==> config.mk <==
export PLATFORM = sky130hd
export DESIGN_NAME = valu_other_top
export DESIGN_NICKNAME = d
export VERILOG_FILES = /design/src/valu_pkg.sv /design/src/valu_uop_pkg.sv /design/src/credit_counter.sv /design/src/operand_prep.sv /design/src/valu_datapath.sv /design/src/valu_other_top.sv /design/src/valu_sequencer.sv
export SDC_FILE = /design/constraint.sdc
export NUM_CORES = 1
export LEC_CHECK = 0
export ABC_AREA = 0
export BUFFER_PORTS_ARGS = -buffer_cell sky130_fd_sc_hd__buf_2
export CORE_UTILIZATION = 50
export DETAILED_ROUTE_END_ITERATION = 7
export PLACE_DENSITY = 0.75
export SETUP_SLACK_MARGIN = 0.05
export SYNTH_ARGS = -nofsm -noshare
export SYNTH_HDL_FRONTEND = slang
export SYNTH_SLANG_ARGS = --single-unit
==> constraint.sdc <==
create_clock -name clk -period 12.1 [get_ports clk]
set_input_delay 2.42 -clock clk [delete_from_list [all_inputs] [get_ports clk]]
set_output_delay 2.42 -clock clk [all_outputs]
set_load 0.005 [all_outputs]
==> src/valu_pkg.sv <==
package valu_pkg;

  // machine sizes
  localparam int VLEN            = 64;
  localparam int XLEN            = 32;
  localparam int VLENB           = VLEN / 8;

  // ROB interface
  localparam int ROB_CREDITS     = 4;
  localparam int ROB_DEPTH_WIDTH = 3;
  localparam int UOP_INDEX_WIDTH = 2;
  localparam int CREDIT_WIDTH    = $clog2(ROB_CREDITS + 1);

  // one vector register
  typedef logic [VLEN-1:0] vreg_t;

  // one scalar register
  typedef logic [XLEN-1:0] xreg_t;

  // one mask bit per byte lane
  typedef logic [VLENB-1:0] vmask_t;

  typedef logic [ROB_DEPTH_WIDTH-1:0] rob_entry_t;

  typedef logic [UOP_INDEX_WIDTH-1:0] uop_index_t;

  // holds 0 to ROB_CREDITS
  typedef logic [CREDIT_WIDTH-1:0] credit_t;

  // element width, also used as a lane-size index
  typedef enum logic [1:0] {
    EEW8  = 2'd0,
    EEW16 = 2'd1,
    EEW32 = 2'd2
  } eew_e;

endpackage

==> src/valu_uop_pkg.sv <==
package valu_uop_pkg;

  typedef enum logic [3:0] {
    OP_MINU     = 4'd0,
    OP_MIN      = 4'd1,
    OP_MAXU     = 4'd2,
    OP_MAX      = 4'd3,
    OP_MERGE    = 4'd4,
    OP_MOVE     = 4'd5,
    OP_ZEXT_VF2 = 4'd6,
    OP_SEXT_VF2 = 4'd7,
    OP_ZEXT_VF4 = 4'd8,
    OP_SEXT_VF4 = 4'd9
  } valu_op_e;

  typedef enum logic {
    S_IDLE  = 1'b0,
    S_ISSUE = 1'b1
  } seq_state_e;

  // for extensions eew is the source width
  typedef struct packed {
    valu_op_e              op;
    valu_pkg::eew_e        eew;
    logic                  src_is_scalar;
    valu_pkg::vreg_t       vs1_data;
    valu_pkg::xreg_t       rs1_data;
    valu_pkg::vreg_t       vs2_data;
    valu_pkg::vreg_t       v0_data;
    valu_pkg::rob_entry_t  rob_entry;
  } valu_instr_t;

  typedef struct packed {
    valu_instr_t           instr;
    valu_pkg::uop_index_t  uop_index;
  } valu_uop_t;

  typedef struct packed {
    valu_pkg::rob_entry_t  rob_entry;
    valu_pkg::uop_index_t  uop_index;
    valu_pkg::vreg_t       data;
  } valu_result_t;

endpackage

==> src/credit_counter.sv <==
module credit_counter (
  input  logic clk,
  input  logic reset,
  input  logic spend,
  input  logic credit_return,
  output logic credit_avail
);

  valu_pkg::credit_t count;

  // a credit returned this cycle may be spent right away
  assign credit_avail = (count != '0) || credit_return;

  always_ff @(posedge clk) begin
    if (reset) begin
      count <= valu_pkg::credit_t'(valu_pkg::ROB_CREDITS);
    end else begin
      case ({spend, credit_return})
        2'b10:   count <= count - 1'b1;
        2'b01:   count <= count + 1'b1;
        default: count <= count;
      endcase
    end
  end

  a_count_bound: assert property (@(posedge clk) disable iff (reset)
    count <= valu_pkg::credit_t'(valu_pkg::ROB_CREDITS));

  a_spend_with_credit: assert property (@(posedge clk) disable iff (reset)
    spend |-> credit_avail);

endmodule

==> src/operand_prep.sv <==
module operand_prep (
  input  valu_uop_pkg::valu_uop_t uop,
  output valu_pkg::vreg_t         src1,
  output valu_pkg::vreg_t         src2
);

  valu_pkg::xreg_t rs1;
  valu_pkg::vreg_t vs2;

  assign rs1 = uop.instr.rs1_data;
  assign vs2 = uop.instr.vs2_data;

  // scalar splat at the element width
  always_comb begin
    src1 = uop.instr.vs1_data;
    if (uop.instr.src_is_scalar) begin
      case (uop.instr.eew)
        valu_pkg::EEW8:  src1 = {(valu_pkg::VLEN / 8){rs1[7:0]}};
        valu_pkg::EEW16: src1 = {(valu_pkg::VLEN / 16){rs1[15:0]}};
        default:         src1 = {(valu_pkg::VLEN / valu_pkg::XLEN){rs1}};
      endcase
    end
  end

  // extension source slice lands in the low bits
  always_comb begin
    case (uop.instr.op)
      valu_uop_pkg::OP_ZEXT_VF2,
      valu_uop_pkg::OP_SEXT_VF2: begin
        src2 = valu_pkg::vreg_t'(vs2[uop.uop_index[0] * (valu_pkg::VLEN / 2)
                                     +: valu_pkg::VLEN / 2]);
      end
      valu_uop_pkg::OP_ZEXT_VF4,
      valu_uop_pkg::OP_SEXT_VF4: begin
        src2 = valu_pkg::vreg_t'(vs2[uop.uop_index * (valu_pkg::VLEN / 4)
                                     +: valu_pkg::VLEN / 4]);
      end
      default: begin
        src2 = vs2;
      end
    endcase
  end

endmodule

==> src/valu_datapath.sv <==
module valu_datapath (
  input  logic                       clk,
  input  logic                       reset,
  input  logic                       issue_valid,
  input  valu_uop_pkg::valu_uop_t    uop,
  input  valu_pkg::vreg_t            src1,
  input  valu_pkg::vreg_t            src2,
  output logic                       result_valid,
  output valu_uop_pkg::valu_result_t result
);

  valu_uop_pkg::valu_op_e op;
  logic                   minmax_signed;
  logic                   is_max;
  logic                   ext_signed;
  valu_pkg::vmask_t       mask;
  valu_pkg::vreg_t [2:0]  minmax_w;
  valu_pkg::vreg_t [2:0]  merge_w;
  valu_pkg::vreg_t [2:0]  ext_k;
  valu_pkg::vreg_t        minmax_sel;
  valu_pkg::vreg_t        merge_sel;
  valu_pkg::vreg_t        result_data;

  assign op            = uop.instr.op;
  assign minmax_signed = (op == valu_uop_pkg::OP_MIN) || (op == valu_uop_pkg::OP_MAX);
  assign is_max        = (op == valu_uop_pkg::OP_MAXU) || (op == valu_uop_pkg::OP_MAX);
  assign ext_signed    = (op == valu_uop_pkg::OP_SEXT_VF2) || (op == valu_uop_pkg::OP_SEXT_VF4);
  assign mask          = uop.instr.v0_data[valu_pkg::VLENB-1:0];

  // min/max and merge per lane size where w indexes 8/16/32
  for (genvar w = 0; w < 3; w++) begin : g_lane
    localparam int EW = 8 << w;
    for (genvar e = 0; e < valu_pkg::VLEN / EW; e++) begin : g_elem
      logic [EW:0] a;
      logic [EW:0] b;
      logic        a_lt_b;

      // widen by one bit so one signed compare covers both forms
      assign a      = {minmax_signed & src2[e*EW+EW-1], src2[e*EW +: EW]};
      assign b      = {minmax_signed & src1[e*EW+EW-1], src1[e*EW +: EW]};
      assign a_lt_b = $signed(a) < $signed(b);

      assign minmax_w[w][e*EW +: EW] = (a_lt_b ^ is_max) ? src2[e*EW +: EW] : src1[e*EW +: EW];
      assign merge_w[w][e*EW +: EW]  = mask[e] ? src1[e*EW +: EW] : src2[e*EW +: EW];
    end
  end

  // k0 8->16, k1 16->32, k2 8->32
  for (genvar k = 0; k < 3; k++) begin : g_ext
    localparam int SW = (k == 1) ? 16 : 8;
    localparam int DW = (k == 0) ? 16 : 32;
    for (genvar e = 0; e < valu_pkg::VLEN / DW; e++) begin : g_elem
      assign ext_k[k][e*DW +: DW] = {{(DW - SW){ext_signed & src2[e*SW+SW-1]}},
                                     src2[e*SW +: SW]};
    end
  end

  always_comb begin
    case (uop.instr.eew)
      valu_pkg::EEW16: begin
        minmax_sel = minmax_w[1];
        merge_sel  = merge_w[1];
      end
      valu_pkg::EEW32: begin
        minmax_sel = minmax_w[2];
        merge_sel  = merge_w[2];
      end
      default: begin
        minmax_sel = minmax_w[0];
        merge_sel  = merge_w[0];
      end
    endcase
  end

  always_comb begin
    case (op)
      valu_uop_pkg::OP_MINU,
      valu_uop_pkg::OP_MIN,
      valu_uop_pkg::OP_MAXU,
      valu_uop_pkg::OP_MAX:      result_data = minmax_sel;
      valu_uop_pkg::OP_MERGE:    result_data = merge_sel;
      valu_uop_pkg::OP_MOVE:     result_data = src1;
      valu_uop_pkg::OP_ZEXT_VF2,
      valu_uop_pkg::OP_SEXT_VF2: begin
        result_data = (uop.instr.eew == valu_pkg::EEW8) ? ext_k[0] : ext_k[1];
      end
      valu_uop_pkg::OP_ZEXT_VF4,
      valu_uop_pkg::OP_SEXT_VF4: result_data = ext_k[2];
      default:                   result_data = '0;
    endcase
  end

  always_ff @(posedge clk) begin
    if (reset) begin
      result_valid <= 1'b0;
    end else begin
      result_valid <= issue_valid;
    end
  end

  always_ff @(posedge clk) begin
    if (issue_valid) begin
      result.rob_entry <= uop.instr.rob_entry;
      result.uop_index <= uop.uop_index;
      result.data      <= result_data;
    end
  end

  // uops of one instruction leave with rising uop_index
  a_uop_index_order: assert property (@(posedge clk) disable iff (reset)
    result_valid && $past(result_valid) && result.uop_index != '0
    |-> result.uop_index == $past(result.uop_index) + 1'b1);

endmodule

==> src/valu_other_top.sv <==
module valu_other_top (
  input  logic                       clk,
  input  logic                       reset,
  input  logic                       instr_valid,
  input  valu_uop_pkg::valu_instr_t  instr,
  output logic                       instr_ready,
  output logic                       result_valid,
  output valu_uop_pkg::valu_result_t result,
  input  logic                       credit_return
);

  logic                    issue_valid;
  logic                    credit_avail;
  valu_uop_pkg::valu_uop_t issue_uop;
  valu_pkg::vreg_t         src1;
  valu_pkg::vreg_t         src2;

  valu_sequencer seq0 (
    .clk          (clk),
    .reset        (reset),
    .instr_valid  (instr_valid),
    .instr        (instr),
    .credit_avail (credit_avail),
    .instr_ready  (instr_ready),
    .issue_valid  (issue_valid),
    .issue_uop    (issue_uop)
  );

  // every issued uop takes one ROB slot
  credit_counter credit0 (
    .clk           (clk),
    .reset         (reset),
    .spend         (issue_valid),
    .credit_return (credit_return),
    .credit_avail  (credit_avail)
  );

  operand_prep prep0 (
    .uop  (issue_uop),
    .src1 (src1),
    .src2 (src2)
  );

  valu_datapath dp0 (
    .clk          (clk),
    .reset        (reset),
    .issue_valid  (issue_valid),
    .uop          (issue_uop),
    .src1         (src1),
    .src2         (src2),
    .result_valid (result_valid),
    .result       (result)
  );

endmodule

==> src/valu_sequencer.sv <==
module valu_sequencer (
  input  logic                      clk,
  input  logic                      reset,
  input  logic                      instr_valid,
  input  valu_uop_pkg::valu_instr_t instr,
  input  logic                      credit_avail,
  output logic                      instr_ready,
  output logic                      issue_valid,
  output valu_uop_pkg::valu_uop_t   issue_uop
);

  valu_uop_pkg::seq_state_e  state;
  valu_uop_pkg::valu_instr_t instr_q;
  valu_pkg::uop_index_t      uop_index;
  logic [2:0]                uop_count;
  logic                      last_uop;

  // zero means an illegal source width for the extension
  function automatic logic [2:0] count_uops(valu_uop_pkg::valu_op_e op,
                                            valu_pkg::eew_e eew);
    case (op)
      valu_uop_pkg::OP_ZEXT_VF2,
      valu_uop_pkg::OP_SEXT_VF2: return (eew == valu_pkg::EEW32) ? 3'd0 : 3'd2;
      valu_uop_pkg::OP_ZEXT_VF4,
      valu_uop_pkg::OP_SEXT_VF4: return (eew == valu_pkg::EEW8) ? 3'd4 : 3'd0;
      default:                   return 3'd1;
    endcase
  endfunction

  assign uop_count   = count_uops(instr_q.op, instr_q.eew);
  assign last_uop    = ({1'b0, uop_index} == uop_count - 3'd1);
  assign instr_ready = (state == valu_uop_pkg::S_IDLE);
  assign issue_valid = (state == valu_uop_pkg::S_ISSUE) && (uop_count != 3'd0) && credit_avail;

  assign issue_uop.instr     = instr_q;
  assign issue_uop.uop_index = uop_index;

  always_ff @(posedge clk) begin
    if (reset) begin
      state     <= valu_uop_pkg::S_IDLE;
      uop_index <= '0;
    end else begin
      case (state)
        valu_uop_pkg::S_IDLE: begin
          if (instr_valid) begin
            state <= valu_uop_pkg::S_ISSUE;
          end
        end
        valu_uop_pkg::S_ISSUE: begin
          if (uop_count == 3'd0) begin
            state <= valu_uop_pkg::S_IDLE;
          end else if (issue_valid) begin
            if (last_uop) begin
              state     <= valu_uop_pkg::S_IDLE;
              uop_index <= '0;
            end else begin
              uop_index <= uop_index + 1'b1;
            end
          end
        end
        default: state <= valu_uop_pkg::S_IDLE;
      endcase
    end
  end

  // instruction held for the whole issue sequence
  always_ff @(posedge clk) begin
    if (instr_valid && instr_ready) begin
      instr_q <= instr;
    end
  end

  // a new instruction always starts at uop 0
  a_idle_index_zero: assert property (@(posedge clk) disable iff (reset)
    state == valu_uop_pkg::S_IDLE |-> uop_index == '0);

endmodule

After elaboration in Yosys (flattened, before gate mapping)
Index checks and enable logic that the tools add are counted.
Operators by class
  add/subtract/negate cells: 4
  order comparisons: 14
  equal/unequal tests: 14
  shift operators: 2
  multiplexer cells: 45
  bitwise operators: 36
  reduce and logical (&&, ||, !) cells: 17
Operators with widths (count)
  case mux 64 bit (2 select lines): 4
  case mux 64 bit (5 select lines): 1
  2-to-1 mux 16 bit: 8
  2-to-1 mux 32 bit: 4
  2-to-1 mux 8 bit: 16
  less-than comparator 9 bit: 8
  less-than comparator 17 bit: 4
  less-than comparator 33 bit: 2
  2-to-1 mux 64 bit: 1
  indexed part select 64 x 7 -> 16 bit: 1
  indexed part select 64 x 7 -> 32 bit: 1
  2-to-1 mux 56 bit: 1
  AND 1 bit: 20
  equality test 4 x 3 -> 1 bit (second input constant): 4
  bitwise XOR 1 bit: 14
  case mux 3 bit (2 select lines): 2
  equality test 4 x 2 -> 1 bit (second input constant): 2
  equality test 4 bit (second input constant): 2
  nonzero test 3 bit: 2
  subtractor 3 x 1 -> 3 bit (second input constant): 2
  equality test 2 x 1 -> 1 bit (second input constant): 2
  equality test 2 bit (second input constant): 2
  equality test 4 x 1 -> 1 bit (second input constant): 1
  logical NOT 4 bit: 1
  other kinds (16): 27
Storage, ports and cells
  flip-flop bits (word level): 254
  bits of input ports: 238
  output and inout port bits: 71
  word-level logic and storage cells: 147

Depth between registers and ports, before layout
  depth after elaboration: 9
  depth in mapped cells: 21
  depth with buffers taken out: 17

Cells and area by module
Synthesis repeated with hierarchy kept, for this count alone.
Unflattened totals
  cell total of the unflattened synthesis: 2102
  area total of the unflattened synthesis: 21556.9 um2
By module, submodules not included
  valu_datapath: instances 1, cells each 1520, area an instance 11908.9 um2, sequential area each 2092.0 um2
  valu_sequencer: instances 1, cells each 263, area an instance 7268.2 um2, sequential area each 7086.8 um2
  operand_prep: instances 1, cells each 303, area an instance 2218.4 um2, sequential area each 0.0 um2
  credit_counter: instances 1, cells each 16, area an instance 161.4 um2, sequential area each 60.1 um2

Least setup slack after synthesis
Ideal clock, no wire load.
  kind: input-to-reg
  start: input port instr_valid
  end: register seq0.instr_q (netlist bit seq0.issue_uop[100]), enable pin
  library setup time: 741 ps
  data arrival time: 10136 ps
  data required time: 11359 ps
  path slack: 1223 ps
  stages on the path: 1
  buffers on the path: 0
  cell sequence: nor2b_1
Between the ends
  word-level cells in the longest chain between the ends: 1
RTL lines
  from (decl): RTL line valu_other_top.sv:4  | input logic instr_valid,
  logical AND 1 bit: RTL line valu_sequencer.sv:68  | if (instr_valid && instr_ready) begin
  to (signal assigned): RTL line valu_sequencer.sv:69  | instr_q <= instr;
  to (decl): RTL line valu_sequencer.sv:13  | valu_uop_pkg::valu_instr_t instr_q;
Every way passes these cells.
A chain may end at the register's enable or synchronous reset.

Worst setup path in the final report
  start: register seq0.instr_q (netlist bit seq0.issue_uop[233])
  end: register, netlist name dp0.result[7]
Between the ends
  word-level cells in the longest chain between the ends: 9
  elaborated cells between the ends (all ways): 38
  classes of those cells: order compare: 3; eq/ne: 9; mux: 11; bitwise: 9; reduce/logical: 6
RTL lines
  equality test 4 bit / equality test 4 x 3 -> 1 bit (equally long branches): RTL line operand_prep.sv:27, valu_datapath.sv:76
  OR reduction 2 bit: RTL line operand_prep.sv:27, valu_datapath.sv:76
  case mux 64 bit (2 select lines): RTL line operand_prep.sv:27  | case (uop.instr.op)
  AND 1 bit: RTL line valu_datapath.sv:39  | assign a = {minmax_signed & src2[e*EW+EW-1], src2[e*EW +: EW]};
  less-than comparator 33 bit, or another cell as far along: RTL line valu_datapath.sv:41  | assign a_lt_b = $signed(a) < $signed(b);
  bitwise XOR 1 bit: RTL line valu_datapath.sv:43  | assign minmax_w[w][e*EW +: EW] = (a_lt_b ^ is_max) ? src2[e*EW +: EW] : src1[e*EW +: EW];
  2-to-1 mux 32 bit, or another cell as far along: RTL line valu_datapath.sv:43
  case mux 64 bit (2 select lines): RTL line valu_datapath.sv:59  | case (uop.instr.eew)
  case mux 64 bit (5 select lines) (*): RTL line valu_datapath.sv:76  | case (op)
  named net dp0.result_data[7]: RTL line valu_datapath.sv:22  | valu_pkg::vreg_t result_data;
Mark *: on every way through the listed nets, which the timed path passes. The rest lies on a longest branch.

==> reports/qor_table.md <==
| Stage | Quantity | This run |
|---|---|---|
| status | Status | completed |
| setup path | Element type at the critical path end | flip-flop |
| yosys | Post-synth EDFFs | 247 |
| layout | Synth-to-layout area growth | 12.7% |
| flow run | Number of max-cap violations | 0 |
| yosys | Synthesis Warnings | 0 |
| clock network | Clock tree from TritonCTS | yes |
| timing | Maximum operating frequency | 0.137 GHz |
| floorplan | Core region area | 0.0388 mm^2 |
| clock network | Maximum count of clock buffers along a single path | 3 |
| grt | Number of global-route vias before repair | 18009 |
| clock network | Number of buffers inserted for hold repair after clock tree synthesis | 0 |
| grt | Global-route wire length before repair | 109000 um |
| pwr | Leakage power total | 8.85 nW |
| worst hold path | Kind of path behind the tightest hold check | reg -> reg |
| layout | Top library cells by usage in the layout, fill and taps aside | nand2_1 (267), buf_2 (252), edfxtp_1 (247) |
| layout | Nets | 2673 |
| setup path | Endpoint of the worst-slack reg-to-reg timing path | dp0.result[7] |
| timing | Final number of max-transition violations | 0 |
| yosys | Area share of the leading cell type in the synthesized netlist | 37.4% |
| yosys | Mux contribution to synthesized area | 10.1% |
| timing | Fraction of the cycle the final worst path needs | 60.1% |
| setup path | Endpoint required time on the critical path | 12.38 ns |
| yosys | Yosys cell types | 83 |
| detailed routing | DRC errors left | 0 |
| clock network | Post-cts gate resize count | 0 |
| clock network | CTS Buf Count | 27 |
| setup path | Worst Path Max Fanout | 23 |
| layout | Post-route standard cell area excluding fillers | 0.0223 mm^2 |
| pwr | Largest vdd supply drop | 0.123 mV |
| clock network | Clock tree sinks | 254 |
| yosys | Post-synthesis compound-gate area fraction | 26.1% |
| clock network | Register clock-pin slew on the reported worst setup and hold paths | 0.06 ns |
| timing | Final-report hold violation count | 0 |
| worst hold path | Hold Startpoint | seq0.issue_uop[2] |
| floorplan | Die height | 201 um |
| grt | Antenna violations before repair | 1 |
| grt | Remaining global-route overflow | 0 |
| yosys | Sequential share of the synthesized area | 38.2% |
| detailed routing | Total via count in the routed design | 19205 |
| floorplan | Total die area | 0.0404 mm^2 |
| detailed routing | First drt pass iteration count | 8 |
| setup path | Setup crit start kind | flip-flop |
| timing | Setup repair after global routing missed its margin | false |
| floorplan | Starting density of the core | 51.0% |
| layout | Ratio of cells with drive above 1 in the final layout | 19.2% |
| floorplan | Row count | 72 |
| timing | Clock Skew | 0.0114 ns |
| detailed routing | Total wirelength of the detailed-routed design | 72700 um |
| clock network | Clock H-tree levels | 1 |
| layout | Most common library cell in the layout ignoring fill and taps | nand2_1 |
| placement | Port Buf Inserts | 252 |
| detailed routing | Post-detailed-route via-to-cell ratio | 6.64 |
| yosys | Synth Register Bits | 254 |
| worst hold path | Endpoint of the worst hold-timing path | dp0.result[66] |
| clock network | Skew-Pair Late Insertion Delay | 0.57 ns |
| yosys | Net count after synthesis | 2520 |
| timing | Worst slew pin tran | 1.31 ns |
| timing | Worst max-slew margin expressed relative to the limit | 12.1% |
| placement | Detailed Place HPWL | 50800 um |
| setup path | Reg-to-reg startpoint | seq0.issue_uop[233] |
| floorplan | Number of I/O pins | 309 |
| yosys | Mean instance size in the synthesized netlist | 9.00 um^2 |
| pwr | Total power density per cell area | 143 mW/mm^2 |
| clock network | Post-CTS Setup Repair Bufs | 0 |
| placement | Routability Congestion | 1.01 |
| grt | Aggregate global-route resource usage | 35.1% |
| timing | Total negative setup slack | 0 ns |
| clock network | Root Buffer | clkbuf_16 |
| floorplan | Die width | 201 um |
| detailed routing | Number of DRC markers after the initial detailed-route iteration | 2421 |
| grt | Maximum number of pins on one net before global-route repair | 180 |
| yosys | Async set or reset register ratio after synthesis | 0% |
| placement | Placed cell area | 0.0214 mm^2 |
| yosys | Cell types with the largest area share after synthesis | edfxtp_1 (37%), mux2i_1 (5.9%), o21ai_0 (5.4%) |
| detailed routing | Routed Antenna Nets | 0 |
| yosys | Synth Flop Type | edfxtp_1 |
| yosys | Synthesized area | 0.0198 mm^2 |
| worst hold path | Number of stages on the worst hold path | 0 |
| detailed routing | Average wire per cell in the routed design | 25.1 um |
| yosys | Post-synthesis instance total | 2201 |
| setup path | Number of cell instances on the worst register-to-register path | 15 |
| yosys | Main combinational cell family by area after synthesis | compound AO/OA/AOI/OAI gates |
| setup path | Type of the setup path with the least slack | reg -> reg |
| timing | Number of setup violations in the final report | 0 |
| yosys | Xor/xnor cell area share of the yosys netlist | 1.05% |
| setup path | WP data arrival | 7.55 ns |
| yosys | Cell accounting for the most synthesized area | edfxtp_1 |
| pwr | Post-layout total power | 0.00319 W |
| yosys | Arithmetic-cell share of the synthesized area counting full adders, half adders and majority gates | 5.15% |
| yosys | Simple logic cell fraction of the synthesized area | 13.8% |
| setup path | Worst-case register-to-register setup slack | 4.82 ns |
| timing | Minimum clock period after layout | 7.28 ns |
-- worst max-delay path: stages (launching register included) --
cell and delay [ns]:
edfxtp_1 0.65, and3b_1 0.59, nand2_1 0.64, mux2i_1 0.94
clkinv_1 0.51, ha_1 0.45, a21o_1 0.18, a2111oi_0 0.46
o21a_1 0.26, o21ai_0 0.20, a211oi_4 0.86, xnor2_2 0.18
buf_4 0.36, mux2_2 0.38, a21oi_1 0.13, o21ai_0 0.15
-- worst max-delay path by stage --
stage / startpoint / to / depth (start not counted)
after floorplan: instr_valid / seq0.issue_uop[100] / 1
after global placement: seq0.issue_uop[231] / dp0.result[54] / 17
after global routing: seq0.issue_uop[233] / dp0.result[7] / 15
after detailed placement: seq0.issue_uop[233] / dp0.result[7] / 15
final: seq0.issue_uop[233] / dp0.result[7] / 15
after CTS: seq0.issue_uop[233] / dp0.result[7] / 15
-- cell usage after synthesis (6+ instances only) --
master	n
a211oi_1	23
a221oi_1	54
o22ai_1	17
ha_1	80
nor2b_1	6
mux4_2	12
a311oi_1	8
or2_2	7
o221a_2	18
clkbuf_1	134
o21ai_0	215
dfxtp_1	7
mux2_2	38
o221ai_1	22
o21ai_1	43
o2111a_1	9
a21o_1	21
edfxtp_1	247
buf_2	14
and2_1	21
nand2_1	268
o211ai_1	66
xnor2_1	18
nor2_1	156
nand4_1	28
a221o_1	21
o2111ai_1	13
or4_1	8
inv_1	103
a21oi_1	153
nand2b_1	6
mux2i_1	116
a21bo_2	9
o21a_1	30
nor3_1	36
o311ai_0	8
nand3_1	42
a21boi_0	9
and2_0	11
buf_1	11
-- power by group --
group	internal [W]	switching [W]
registers	0.00108	0.0000622
clock network	0.000507	0.000352
logic	0.000435	0.000755
total	0.00202	0.00117
-- per-stage QoR --
step / worst slack (ns) / util [%] / instances / hold WS (ns)
global placement: 5.50 / 55.1 / 2843 / 0.400
CTS: 5.40 / 57.5 / 2893 / 0.418
global route: 4.74 / 57.5 / 2893 / 0.427
finish: 4.82 / 57.5 / 2894 / 0.419
detailed placement: 5.47 / 55.1 / 2843 / 0.405
floorplan: 1.22 / - / 2201 / 0.400
-- cell type report --
| cell class | count | area (um^2) |
|---|---|---|
| Fill cell | 3390 | 16500 |
| Sequential cell | 254 | 7560 |
| Inverter | 110 | 413 |
| Timing Repair Buffer | 291 | 1570 |
| Antenna cell | 1 | 2.50 |
| Clock buffer | 32 | 714 |
| Clock inverter | 18 | 204 |
| Tap cell | 518 | 648 |
| Multi-Input combinational cell | 1670 | 11200 |
-- logic make-up (layout without fill, tap and decap cells) --
logic type	Yosys count	in the layout
compound gates	777	777
other cells	0	1
xor+xnor	23	23
mux	173	173
fa+ha+maj	81	81
simple gates	616	616
buf+inv	277	451
flops	254	254
-- metal layers --
layer  up-vias  global-route usage, %  wire length (um)
met2      1215                   53.0             31700
met3       274                   9.04              8080
met1      9064                   44.1             27500
li1       8652                      -                 -
met5         -                      0                 0
met4         0                   23.5              5370
-- flip-flops by register name, summed over array words and instances, names as in the netlist --
| signal | count |
|---|---|
| seq0.issue_uop | 178 |
| dp0.result | 69 |
| credit0.count | 3 |
| seq0.uop_index | 2 |
| dp0.result_valid | 1 |
| seq0.state | 1 |
(Power assumes the default switching activity.)
